**config.mk**
```make
export PLATFORM = sky130hd
export DESIGN_NAME = control_unit
export DESIGN_NICKNAME = d
export VERILOG_FILES = /design/src/hw/cu_pkg.sv /design/src/hw/ctrl_if.sv /design/src/hw/control_unit.sv /design/src/hw/stack_sequencer.sv /design/src/hw/instr_decoder.sv
export SDC_FILE = /design/constraint.sdc
export NUM_CORES = 1
export LEC_CHECK = 0
export ABC_AREA = 1
export BUFFER_PORTS_ARGS = -buffer_cell sky130_fd_sc_hd__buf_4
export CAP_MARGIN = 5
export CORE_ASPECT_RATIO = 0.6
export CORE_UTILIZATION = 30
export CTS_BUF_LIST = sky130_fd_sc_hd__clkbuf_16
export DETAILED_ROUTE_END_ITERATION = 7
export PLACE_DENSITY = 0.6
export RECOVER_POWER = 100
export SKIP_LAST_GASP = 1
export SLEW_MARGIN = 20
export SYNTH_ARGS = -nofsm -noshare
export SYNTH_HDL_FRONTEND = slang
export SYNTH_SLANG_ARGS = --single-unit
export TNS_END_PERCENT = 5
```
**constraint.sdc**
```tcl
create_clock -name clk -period 1.54 [get_ports clk]
set_clock_uncertainty 0.2 [all_clocks]
set_input_delay 0.308 -clock clk [delete_from_list [all_inputs] [get_ports clk]]
set_output_delay 0.308 -clock clk [all_outputs]
set_load 0.02 [all_outputs]
```
**src/hw/cu_pkg.sv**
```systemverilog
package cu_pkg;

    // instruction word layout
    localparam int INSTR_W  = 16;
    localparam int REG_ID_W = 4;
    localparam int RDST_HI  = 10;
    localparam int RDST_LO  = 8;
    localparam int RSRC_HI  = 7;
    localparam int RSRC_LO  = 5;

    // pc halves, written through the register file on a pop
    localparam logic [REG_ID_W-1:0] PC_HIGH_REG = 4'd8;
    localparam logic [REG_ID_W-1:0] PC_LOW_REG  = 4'd9;

    // bubbles after the second ret pop until the target is fetched
    localparam int RET_WAIT_CYCLES = 2;
    localparam int WAIT_CNT_W      = $clog2(RET_WAIT_CYCLES + 1);
    localparam logic [WAIT_CNT_W-1:0] WAIT_LAST = WAIT_CNT_W'(RET_WAIT_CYCLES - 1);

    typedef enum logic [1:0] {
        CLASS_ALU,
        CLASS_ONE_OP,
        CLASS_TWO_OP,
        CLASS_BRANCH
    } instr_class_t;

    typedef enum logic [3:0] {
        ALU_NOT  = 4'd0,
        ALU_INC  = 4'd1,
        ALU_DEC  = 4'd2,
        ALU_ADD  = 4'd3,
        ALU_SUB  = 4'd4,
        ALU_AND  = 4'd5,
        ALU_OR   = 4'd6,
        ALU_SHL  = 4'd7,
        ALU_SHR  = 4'd8,
        ALU_NONE = 4'd15
    } alu_op_t;

    typedef enum logic [1:0] {CARRY_KEEP, CARRY_SET, CARRY_CLEAR} carry_sel_t;

    // msb set means a jump, low bits pick the condition
    typedef enum logic [2:0] {
        JMP_NONE   = 3'd0,
        JMP_ZERO   = 3'd4,
        JMP_NEG    = 3'd5,
        JMP_CARRY  = 3'd6,
        JMP_ALWAYS = 3'd7
    } jump_sel_t;

    typedef enum logic [1:0] {WB_IMM, WB_ALU, WB_MEM, WB_INPORT} wb_sel_t;

    typedef enum logic [1:0] {ADDR_RDST, ADDR_RSRC, ADDR_SP} mem_addr_sel_t;

    typedef enum logic [1:0] {MSRC_NONE, MSRC_PC_HIGH, MSRC_PC_LOW, MSRC_REG} mem_src_sel_t;

    typedef enum logic [1:0] {FLOW_NONE, FLOW_CALL, FLOW_RET} flow_kind_t;

    typedef enum logic [1:0] {SEQ_IDLE, SEQ_CALL_LOW, SEQ_RET_LOW, SEQ_RET_WAIT} seq_state_t;

endpackage
```
**src/hw/ctrl_if.sv**
```systemverilog
interface ctrl_if;

    // execute stage
    cu_pkg::alu_op_t       alu_op;
    logic                  alu_src_imm;
    logic                  flag_write;
    cu_pkg::carry_sel_t    carry_sel;
    cu_pkg::jump_sel_t     jump_sel;
    // memory stage
    logic                  mem_read;
    logic                  mem_write;
    logic                  mem_push;
    logic                  mem_pop;
    cu_pkg::mem_addr_sel_t mem_addr_sel;
    cu_pkg::mem_src_sel_t  mem_src_sel;
    // write back and fetch
    logic                  reg_write;
    cu_pkg::wb_sel_t       wb_sel;
    logic                  out_enable;
    logic                  in_select;
    logic                  clear_instruction;
    logic [cu_pkg::REG_ID_W-1:0] r_src;
    logic [cu_pkg::REG_ID_W-1:0] r_dst;

    modport producer (
        output alu_op, alu_src_imm, flag_write, carry_sel, jump_sel,
        output mem_read, mem_write, mem_push, mem_pop, mem_addr_sel, mem_src_sel,
        output reg_write, wb_sel, out_enable, in_select, clear_instruction, r_src, r_dst
    );

    modport consumer (
        input alu_op, alu_src_imm, flag_write, carry_sel, jump_sel,
        input mem_read, mem_write, mem_push, mem_pop, mem_addr_sel, mem_src_sel,
        input reg_write, wb_sel, out_enable, in_select, clear_instruction, r_src, r_dst
    );

endinterface

```
**src/hw/control_unit.sv**
```systemverilog
module control_unit (
    input  logic                        clk,
    input  logic                        reset,
    input  logic [cu_pkg::INSTR_W-1:0]  instruction,
    output cu_pkg::alu_op_t             alu_op,
    output logic                        alu_src_imm,
    output logic                        flag_write,
    output cu_pkg::carry_sel_t          carry_sel,
    output cu_pkg::jump_sel_t           jump_sel,
    output logic                        mem_read,
    output logic                        mem_write,
    output logic                        mem_push,
    output logic                        mem_pop,
    output cu_pkg::mem_addr_sel_t       mem_addr_sel,
    output cu_pkg::mem_src_sel_t        mem_src_sel,
    output logic                        reg_write,
    output cu_pkg::wb_sel_t             wb_sel,
    output logic                        out_enable,
    output logic                        in_select,
    output logic                        clear_instruction,
    output logic [cu_pkg::REG_ID_W-1:0] r_src,
    output logic [cu_pkg::REG_ID_W-1:0] r_dst,
    output logic                        stall_fetch,
    output logic                        pc_choose_memory
);

    // decoded controls of the current word
    ctrl_if             decoded_bus ();
    cu_pkg::flow_kind_t flow;

    instr_decoder u_decoder (
        .instruction (instruction),
        .ctrl        (decoded_bus),
        .flow        (flow)
    );

    // all stage controls leave through the sequencer
    stack_sequencer u_sequencer (
        .decoded (decoded_bus),
        .*
    );

endmodule

```
**src/hw/stack_sequencer.sv**
```systemverilog
module stack_sequencer (
    input  logic                        clk,
    input  logic                        reset,
    ctrl_if.consumer                    decoded,
    input  cu_pkg::flow_kind_t          flow,
    output cu_pkg::alu_op_t             alu_op,
    output logic                        alu_src_imm,
    output logic                        flag_write,
    output cu_pkg::carry_sel_t          carry_sel,
    output cu_pkg::jump_sel_t           jump_sel,
    output logic                        mem_read,
    output logic                        mem_write,
    output logic                        mem_push,
    output logic                        mem_pop,
    output cu_pkg::mem_addr_sel_t       mem_addr_sel,
    output cu_pkg::mem_src_sel_t        mem_src_sel,
    output logic                        reg_write,
    output cu_pkg::wb_sel_t             wb_sel,
    output logic                        out_enable,
    output logic                        in_select,
    output logic                        clear_instruction,
    output logic [cu_pkg::REG_ID_W-1:0] r_src,
    output logic [cu_pkg::REG_ID_W-1:0] r_dst,
    output logic                        stall_fetch,
    output logic                        pc_choose_memory
);

    cu_pkg::seq_state_t            state;
    logic [cu_pkg::WAIT_CNT_W-1:0] wait_cnt;

    always_ff @(posedge clk or negedge reset)
    begin
        if (!reset)
        begin
            state    <= cu_pkg::SEQ_IDLE;
            wait_cnt <= '0;
        end
        else
        begin
            case (state)
                cu_pkg::SEQ_IDLE:
                begin
                    if (flow == cu_pkg::FLOW_CALL)
                        state <= cu_pkg::SEQ_CALL_LOW;
                    else if (flow == cu_pkg::FLOW_RET)
                        state <= cu_pkg::SEQ_RET_LOW;
                end
                cu_pkg::SEQ_RET_LOW:
                begin
                    state    <= cu_pkg::SEQ_RET_WAIT;
                    wait_cnt <= '0;
                end
                cu_pkg::SEQ_RET_WAIT:
                begin
                    if (wait_cnt == cu_pkg::WAIT_LAST)
                        state <= cu_pkg::SEQ_IDLE;
                    wait_cnt <= wait_cnt + 1'b1;
                end
                default:
                    state <= cu_pkg::SEQ_IDLE;
            endcase
        end
    end

    always_comb
    begin
        stall_fetch      = 1'b0;
        pc_choose_memory = 1'b0;
        if (state == cu_pkg::SEQ_IDLE)
        begin
            alu_op            = decoded.alu_op;
            alu_src_imm       = decoded.alu_src_imm;
            flag_write        = decoded.flag_write;
            carry_sel         = decoded.carry_sel;
            jump_sel          = decoded.jump_sel;
            mem_read          = decoded.mem_read;
            mem_write         = decoded.mem_write;
            mem_push          = decoded.mem_push;
            mem_pop           = decoded.mem_pop;
            mem_addr_sel      = decoded.mem_addr_sel;
            mem_src_sel       = decoded.mem_src_sel;
            reg_write         = decoded.reg_write;
            wb_sel            = decoded.wb_sel;
            out_enable        = decoded.out_enable;
            in_select         = decoded.in_select;
            clear_instruction = decoded.clear_instruction;
            r_src             = decoded.r_src;
            r_dst             = decoded.r_dst;
            // hold fetch while the two pc halves go out
            stall_fetch       = (flow == cu_pkg::FLOW_CALL);
        end
        else
        begin
            // instruction input is ignored mid-sequence
            alu_op            = cu_pkg::ALU_NONE;
            alu_src_imm       = 1'b0;
            flag_write        = 1'b0;
            carry_sel         = cu_pkg::CARRY_KEEP;
            jump_sel          = cu_pkg::JMP_NONE;
            mem_read          = 1'b0;
            mem_write         = 1'b0;
            mem_push          = 1'b0;
            mem_pop           = 1'b0;
            mem_addr_sel      = cu_pkg::ADDR_RDST;
            mem_src_sel       = cu_pkg::MSRC_NONE;
            reg_write         = 1'b0;
            wb_sel            = cu_pkg::WB_ALU;
            out_enable        = 1'b0;
            in_select         = 1'b0;
            clear_instruction = 1'b1;
            r_src             = '0;
            r_dst             = '0;
            case (state)
                cu_pkg::SEQ_CALL_LOW:
                begin
                    // lower half, then jump to the target in execute
                    clear_instruction = 1'b0;
                    mem_push          = 1'b1;
                    mem_write         = 1'b1;
                    mem_addr_sel      = cu_pkg::ADDR_SP;
                    mem_src_sel       = cu_pkg::MSRC_PC_LOW;
                    jump_sel          = cu_pkg::JMP_ALWAYS;
                end
                cu_pkg::SEQ_RET_LOW:
                begin
                    mem_pop          = 1'b1;
                    mem_read         = 1'b1;
                    mem_addr_sel     = cu_pkg::ADDR_SP;
                    r_dst            = cu_pkg::PC_LOW_REG;
                    pc_choose_memory = 1'b1;
                end
                default:
                    ;
            endcase
        end
    end

endmodule

```
**src/hw/instr_decoder.sv**
```systemverilog
module instr_decoder (
    input  logic [cu_pkg::INSTR_W-1:0] instruction,
    ctrl_if.producer                   ctrl,
    output cu_pkg::flow_kind_t         flow
);

    cu_pkg::instr_class_t        iclass;
    logic [2:0]                  opcode;
    logic [cu_pkg::REG_ID_W-1:0] dst_id;
    logic [cu_pkg::REG_ID_W-1:0] src_id;

    assign iclass = cu_pkg::instr_class_t'(instruction[cu_pkg::INSTR_W-1 -: 2]);
    assign opcode = instruction[cu_pkg::INSTR_W-3 -: 3];
    assign dst_id = {1'b0, instruction[cu_pkg::RDST_HI:cu_pkg::RDST_LO]};
    assign src_id = {1'b0, instruction[cu_pkg::RSRC_HI:cu_pkg::RSRC_LO]};

    always_comb
    begin
        // everything inactive unless the opcode says otherwise
        ctrl.alu_op            = cu_pkg::ALU_NONE;
        ctrl.alu_src_imm       = 1'b0;
        ctrl.flag_write        = 1'b0;
        ctrl.carry_sel         = cu_pkg::CARRY_KEEP;
        ctrl.jump_sel          = cu_pkg::JMP_NONE;
        ctrl.mem_read          = 1'b0;
        ctrl.mem_write         = 1'b0;
        ctrl.mem_push          = 1'b0;
        ctrl.mem_pop           = 1'b0;
        ctrl.mem_addr_sel      = cu_pkg::ADDR_RDST;
        ctrl.mem_src_sel       = cu_pkg::MSRC_NONE;
        ctrl.reg_write         = 1'b0;
        ctrl.wb_sel            = cu_pkg::WB_ALU;
        ctrl.out_enable        = 1'b0;
        ctrl.in_select         = 1'b0;
        ctrl.clear_instruction = 1'b0;
        ctrl.r_src             = '0;
        ctrl.r_dst             = '0;
        flow                   = cu_pkg::FLOW_NONE;

        case (iclass)
            cu_pkg::CLASS_ALU:
            begin
                // opcode maps straight onto the alu code, 7 is unused
                if (opcode != 3'd7)
                begin
                    ctrl.alu_op     = cu_pkg::alu_op_t'({1'b0, opcode});
                    ctrl.flag_write = 1'b1;
                    ctrl.reg_write  = 1'b1;
                    ctrl.r_dst      = dst_id;
                    // add and up take a second register
                    if (opcode >= 3'd3)
                        ctrl.r_src = src_id;
                end
            end

            cu_pkg::CLASS_ONE_OP:
            begin
                case (opcode)
                    3'd1, 3'd2:
                    begin
                        // setc / clrc
                        ctrl.carry_sel  = (opcode == 3'd1) ? cu_pkg::CARRY_SET : cu_pkg::CARRY_CLEAR;
                        ctrl.flag_write = 1'b1;
                    end
                    3'd3:
                    begin
                        // out reads the register named in the dst field
                        ctrl.out_enable = 1'b1;
                        ctrl.r_src      = dst_id;
                    end
                    3'd4:
                    begin
                        ctrl.in_select = 1'b1;
                        ctrl.reg_write = 1'b1;
                        ctrl.wb_sel    = cu_pkg::WB_INPORT;
                        ctrl.r_dst     = dst_id;
                    end
                    3'd5, 3'd6:
                    begin
                        // push on 5, pop on 6
                        ctrl.mem_addr_sel = cu_pkg::ADDR_SP;
                        ctrl.mem_src_sel  = cu_pkg::MSRC_REG;
                        ctrl.r_dst        = dst_id;
                        ctrl.mem_push     = (opcode == 3'd5);
                        ctrl.mem_write    = (opcode == 3'd5);
                        ctrl.mem_pop      = (opcode == 3'd6);
                        ctrl.mem_read     = (opcode == 3'd6);
                        ctrl.reg_write    = (opcode == 3'd6);
                        if (opcode == 3'd6)
                            ctrl.wb_sel = cu_pkg::WB_MEM;
                    end
                    default:
                        ;
                endcase
            end

            cu_pkg::CLASS_TWO_OP:
            begin
                ctrl.r_dst = dst_id;
                case (opcode)
                    3'd0:
                    begin
                        // mov goes through the alu untouched
                        ctrl.reg_write = 1'b1;
                        ctrl.r_src     = src_id;
                    end
                    3'd1:
                    begin
                        // ldm, the immediate is the next word
                        ctrl.clear_instruction = 1'b1;
                        ctrl.reg_write         = 1'b1;
                        ctrl.wb_sel            = cu_pkg::WB_IMM;
                    end
                    3'd2:
                    begin
                        ctrl.mem_read     = 1'b1;
                        ctrl.mem_addr_sel = cu_pkg::ADDR_RSRC;
                        ctrl.reg_write    = 1'b1;
                        ctrl.wb_sel       = cu_pkg::WB_MEM;
                        ctrl.r_src        = src_id;
                    end
                    3'd3:
                    begin
                        // std stores rsrc at the address in rdst
                        ctrl.mem_write   = 1'b1;
                        ctrl.mem_src_sel = cu_pkg::MSRC_REG;
                        ctrl.r_src       = src_id;
                    end
                    3'd4, 3'd5:
                    begin
                        ctrl.alu_op      = (opcode == 3'd4) ? cu_pkg::ALU_SHL : cu_pkg::ALU_SHR;
                        ctrl.alu_src_imm = 1'b1;
                        ctrl.flag_write  = 1'b1;
                        ctrl.reg_write   = 1'b1;
                    end
                    default:
                        ctrl.r_dst = '0;
                endcase
            end

            cu_pkg::CLASS_BRANCH:
            begin
                case (opcode)
                    3'd0, 3'd1, 3'd2, 3'd3:
                    begin
                        ctrl.jump_sel = cu_pkg::jump_sel_t'({1'b1, opcode[1:0]});
                        ctrl.r_dst    = dst_id;
                    end
                    3'd4:
                    begin
                        // call, first cycle pushes the upper pc half
                        flow              = cu_pkg::FLOW_CALL;
                        ctrl.mem_push     = 1'b1;
                        ctrl.mem_write    = 1'b1;
                        ctrl.mem_addr_sel = cu_pkg::ADDR_SP;
                        ctrl.mem_src_sel  = cu_pkg::MSRC_PC_HIGH;
                        ctrl.r_dst        = dst_id;
                    end
                    3'd5:
                    begin
                        // ret, first pop lands in the upper pc half
                        flow                   = cu_pkg::FLOW_RET;
                        ctrl.mem_pop           = 1'b1;
                        ctrl.mem_read          = 1'b1;
                        ctrl.mem_addr_sel      = cu_pkg::ADDR_SP;
                        ctrl.clear_instruction = 1'b1;
                        ctrl.r_dst             = cu_pkg::PC_HIGH_REG;
                    end
                    default:
                        ;
                endcase
            end

            default:
                ;
        endcase
    end

endmodule

```
Word-level counts from Yosys, hierarchy flattened --
Index checks and enable logic that the tools add are counted. W data, S select, Z words.
Cells by class: add/sub/neg operators 1, $lt $le $gt $ge 1, eq/ne operators 18, mux-type cells 87, reductions and logical operators 15
Operators with widths (count):
- $mux W2 | 18
- $mux W4 | 8
- $mux W1 | 31
- $mux W3 | 10
- $pmux W2 S2 | 5
- $pmux W2 S3 | 3
- $pmux W4 S2 | 2
- $pmux W4 S4 | 1
- $pmux W1 S3 | 4
- $pmux W4 S3 | 1
- $eq A2 B2 Y1 const B | 5
- $reduce_or A5 Y1 | 2
- $eq A3 B3 Y1 const B | 3
- $eq A2 B1 Y1 const B | 4
- $pmux W1 S2 | 4
- $reduce_or A2 Y1 | 4
- $eq A3 B2 Y1 const B | 2
- $reduce_or A3 Y1 | 2
- $reduce_or A6 Y1 | 1
- $logic_not A2 Y1 | 2
- $reduce_or A4 Y1 | 1
- $eq A3 B1 Y1 const B | 1
- $ge A3 B2 Y1 const B | 1
- $logic_not A3 Y1 | 1
- other kinds (6) | 6
Storage, ports and cells: bits in registers 4, bits of input ports 18, output and inout bits 35, word-level logic and storage cells 124

Depth between registers and ports, before layout --
depth in word-level cells 7, gate-level depth with buffers 8, gate-level depth less buffers 8

By module --
From an unflattened synthesis, not the netlist that was laid out.
Second synthesis, totals: cells, all modules 219, area total of the unflattened synthesis 1152.4 µm²
Modules (own cells, without submodules):
- stack_sequencer | instances 1, cells an instance 104, area each 581.8 µm², seq. area each 100.1 µm²
- instr_decoder | instances 1, cells an instance 115, area each 570.5 µm², seq. area each 0.0 µm²

Least setup slack after synthesis --
OpenSTA, ideal clock, no wires.
kind register to output, start register u_sequencer.state[0], end output carry_sel[0], arrival time 1.523 ns, required time 1.032 ns, path slack -0.491 ns, cell stages (with the launch flop) 6, buffers on the path 1, cells stage by stage dfrtp_1 -> inv_1 -> ha_1 -> buf_4 -> nand2_1 -> nor4_1
On the way: cells in the longest elaborated chain, start to end 2
Ends and longest elaborated chain:
- from (decl) | line stack_sequencer.sv:28 | cu_pkg::seq_state_t state;
- from (signal assigned) | line stack_sequencer.sv:35 | state <= cu_pkg::SEQ_IDLE;
- from (signal assigned) | line stack_sequencer.sv:44 | state <= cu_pkg::SEQ_CALL_LOW;
- from (signal assigned) | line stack_sequencer.sv:46 | state <= cu_pkg::SEQ_RET_LOW;
- $logic_not A2 Y1 | line stack_sequencer.sv:69 | if (state == cu_pkg::SEQ_IDLE)
- $mux W2 | line stack_sequencer.sv:69
- to (decl) | line control_unit.sv:8 | output cu_pkg::carry_sel_t carry_sel,
Every way passes these cells.

Final worst setup path --
start register u_sequencer.state[0], end output out_enable
On the way: cells in the longest elaborated chain, start to end 2
Ends and longest elaborated chain:
- $logic_not A2 Y1 | line stack_sequencer.sv:69
- $mux W1 | line stack_sequencer.sv:69
- to (decl) | line control_unit.sv:18 | output logic out_enable,
Every way passes these cells.

==> flow_summary_export.csv <==
group,metric,value,unit
outcome,status,"finished, violations left",
outcome,violations,"negative setup slack",
die,rows,15,
yosys,synth.top_cell.area_share,15.9,%
final_layout,fin_util,64.9,%
pwr,total_leakage_power,1.02,nW
worst_setup_path,start_kind,"register",
yosys,ys_seq_area_share,10.3,%
yosys,synth_area,968,µm²
worst_setup_path,worstPathCellList,"inv_2 -> ha_4 -> buf_6 -> nand2_8 -> buf_4 -> nor3_4 -> buf_6",
sta,finalSetupViolations,37,
pwr,comb_power_share,78.8,%
routing,drc,0,
routing,vias,1413,
die,dieArea,0.00347,mm²
worst_setup_path,max_stage_delay,0.38,ns
die,die_height,46.0,µm
yosys,synth_top_family_by_area,"simple AND/OR/NAND/NOR gates",
yosys,yosysTopAreaCell,"nand2_1",
clock_network,clk_pin_slew,0.03,ns
clock_network,clockRootBuffer,"clkbuf_16",
yosys,ys_ff_latch,4,
yosys,muxShareOfSynthArea,0,%
global_route,antenna_found_initial,0,
final_layout,design_area,0.00193,mm²
global_route,grt_max_degree,13,
pwr,clkPwrFrac,14.7,%
yosys,synthAdderAreaFrac,11.6,%
worst_setup_path,r2r-end,"u_sequencer.state[0]",
yosys,ys_warn_count,0,
sta,drv_slew,0,
final_layout,drive_gt1_share,51.8,%
yosys,synthXorXnorAreaFrac,0,%
die,num_io_pins,53,
yosys,yosysUniqueCellTypes,29,
global_route,grt_pass1_wl,6030,µm
yosys,synth_nets,194,
global_route,overflow,0,
pwr,power_frac_seq,6.5,%
yosys,synth_compound_area_share,13.7,%
yosys,synth_cells,167,
routing,totalWireLength,3830,µm
sta,rsz0062_at_grt,"true",
clock_network,cts_tree,"done",
pwr,p_switching,1.27,mW
worst_setup_path,crit_arrival,1.48,ns
yosys,yosys.area_share.simple,47.4,%
routing,viasPerCell,4.82,
clock_network,cts_buffer_depth,2,
placed_design,gp_congestion,0.861,
routing,drtPass1Iterations,4,
routing,wl_per_cell,13.1,µm
clock_network,cts_buffers,3,
placed_design,io_buffers,46,
clock_network,clock-sinks,4,
sta,post-route-period-util,129,%
clock_network,h-tree-depth,1,
placed_design,placed_cells,287,
final_layout,n_antenna_cell,0,
pwr,internal_power,1.47,mW
run,max_cap_violations,0,
final_layout,area_delta_synth_final,98.8,%
worst_setup_path,r2r_cells,8,
min_path,hp-class,"input pin to async pin",
die,die_w,75.4,µm
worst_setup_path,crit_slowest_cell,"dfrtp_1",
die,initial_core_util,32.7,%
sta,fmax,503,MHz
worst_setup_path,r2r_start,"u_sequencer.state[0]",
sta,fin_setup_tns,-13.41,ns
clock_network,clock_latency,0.22,ns
worst_setup_path,crit_path_frequent_cell,"buf_6",
pwr,powerDensity,1420,mW/mm²
sta,hold_slack,0.262,ns
worst_setup_path,crit_type,"register to output pin",
yosys,yosys-top-cells-area,"nand2_1 16%, ha_1 12%, nand3_1 11%",
worst_setup_path,path_max_fanout,5,
yosys,synth_area_per_cell,5.80,µm²
placed_design,hpwl,3160,µm
routing,initialDrtViolationCount,58,
final_layout,fill_cells,270,
sta,setup_ws,-0.447,ns
final_layout,final_nets,280,
sta,post-route-min-period,1.99,ns
worst_setup_path,r2r_slack,-0.07,ns
pwr,ir_worst_vdd,1.24,mV
pwr,swShare,46.4,%
sta,hold_viol,0,
placed_design,placed_cell_area,0.00177,mm²
final_layout,stdcell_count,293,
global_route,grtUsageTotal,24.0,%
global_route,grt_pass1_vias,1289,
die,design.core.area,0.00297,mm²
worst_setup_path,cp-end-kind,"output pin",
worst_setup_path,cp_data_required_time,1.03,ns
routing,ant_nets,0,
-- critical path: cells and delay by family (launching register included) --
kind,cells,cell delay [ns]
simple gates,2,0.18
buf+inv,4,0.51
flops,1,0.38
fa+ha+maj,1,0.18
-- stage by stage --
stage	worst slack, ns	power [mW]
2_1_floorplan	-0.253	1.30
3_3_place_gp	-0.361	2.13
3_5_place_dp	-0.395	2.16
4_1_cts	-0.447	2.70
5_1_grt	-0.513	2.92
6_report	-0.447	2.74
-- routing by layer --
layer / wire (µm) / GRT usage, % / vias up
met4: 17 / 4.44 / 0
met1: 1850 / 33.9 / 628
li1: - / - / 722
met5: 0 / 0 / -
met3: 281 / 4.20 / 2
met2: 1680 / 38.6 / 61
-- cell usage in the layout (no fill, tap or decap), drive strengths merged, types with 2 or more instances in the layout --
master and count:
buf 87, nand2 42, inv 25, nand3 23, nor2 14, o21ai 14
ha 9, nand4 8, a21oi 6, dfrtp 4, clkbuf 4, nor3 4
o31ai 2, nor4 2
-- flip-flops by register name, summed over array words and instances, names as in the netlist --
name                  cells
u_sequencer.state         2
u_sequencer.wait_cnt      2
-- layout make-up --
| cell class | count | area [µm²] | area share, % |
|---|---|---|---|
| repair buffers | 89 | 694 | 36.1 |
| clock buffers | 3 | 75.1 | 3.90 |
| flip-flops and latches | 4 | 100 | 5.20 |
| multi-input cells | 129 | 897 | 46.6 |
| inverters | 26 | 106 | 5.52 |
| well taps | 42 | 52.6 | 2.73 |
-- worst max-delay path by stage --
| stage | to | slack (ns) | from | cells after the start |
|---|---|---|---|---|
| CTS | out_enable | -0.45 | u_sequencer.state[0] | 7 |
| global route | out_enable | -0.51 | u_sequencer.state[0] | 7 |
| detailed placement | mem_read | -0.39 | instruction[15] | 9 |
| finish | out_enable | -0.45 | u_sequencer.state[0] | 7 |
| global placement | mem_write | -0.36 | instruction[15] | 8 |
| floorplan | carry_sel[0] | -0.25 | u_sequencer.state[1] | 5 |
-- power groups by stage --
stage | sequential, mW | combinational (mW) | clock, mW
after floorplan | 0.177 | 1.12 | 0
after global placement | 0.168 | 1.96 | 0
after detailed placement | 0.173 | 1.99 | 0
after CTS | 0.179 | 2.11 | 0.407
after global routing | 0.182 | 2.32 | 0.417
final | 0.177 | 2.16 | 0.402
-- synthesized netlist by cell type --
library cell	n
nand3_1	22
dfrtp_1	4
buf_2	2
a31oi_1	1
a21oi_1	5
nor2_1	12
o21ai_1	3
buf_6	2
nand4_1	7
or2_2	1
nor3_1	4
buf_4	3
inv_1	25
ha_1	9
nand2_1	41
nor2_2	1
a21oi_2	1
o21ai_0	11
nand2_4	1
nor4_1	2
o31ai_1	2
clkbuf_2	1
inv_4	1
nand3_2	1
conb_1	1
nor2_8	1
nand4_2	1
o21a_1	1
nand3b_1	1
-- cell families after synthesis --
group	Yosys count
and+or+nand+nor	95
buffers and inverters	34
AOI/OAI and AO/OA	24
adders and majority gates	9
DFF	4
other	1
-- what timing repair did --
action,in CTS,in global routing
pin swaps,3,3
hold buffers,1,0
hold endpoints to repair,4,0
gates resized for setup,11,7
setup endpoints to repair,36,37
setup buffers,1,1
(Power assumes the default switching activity.)
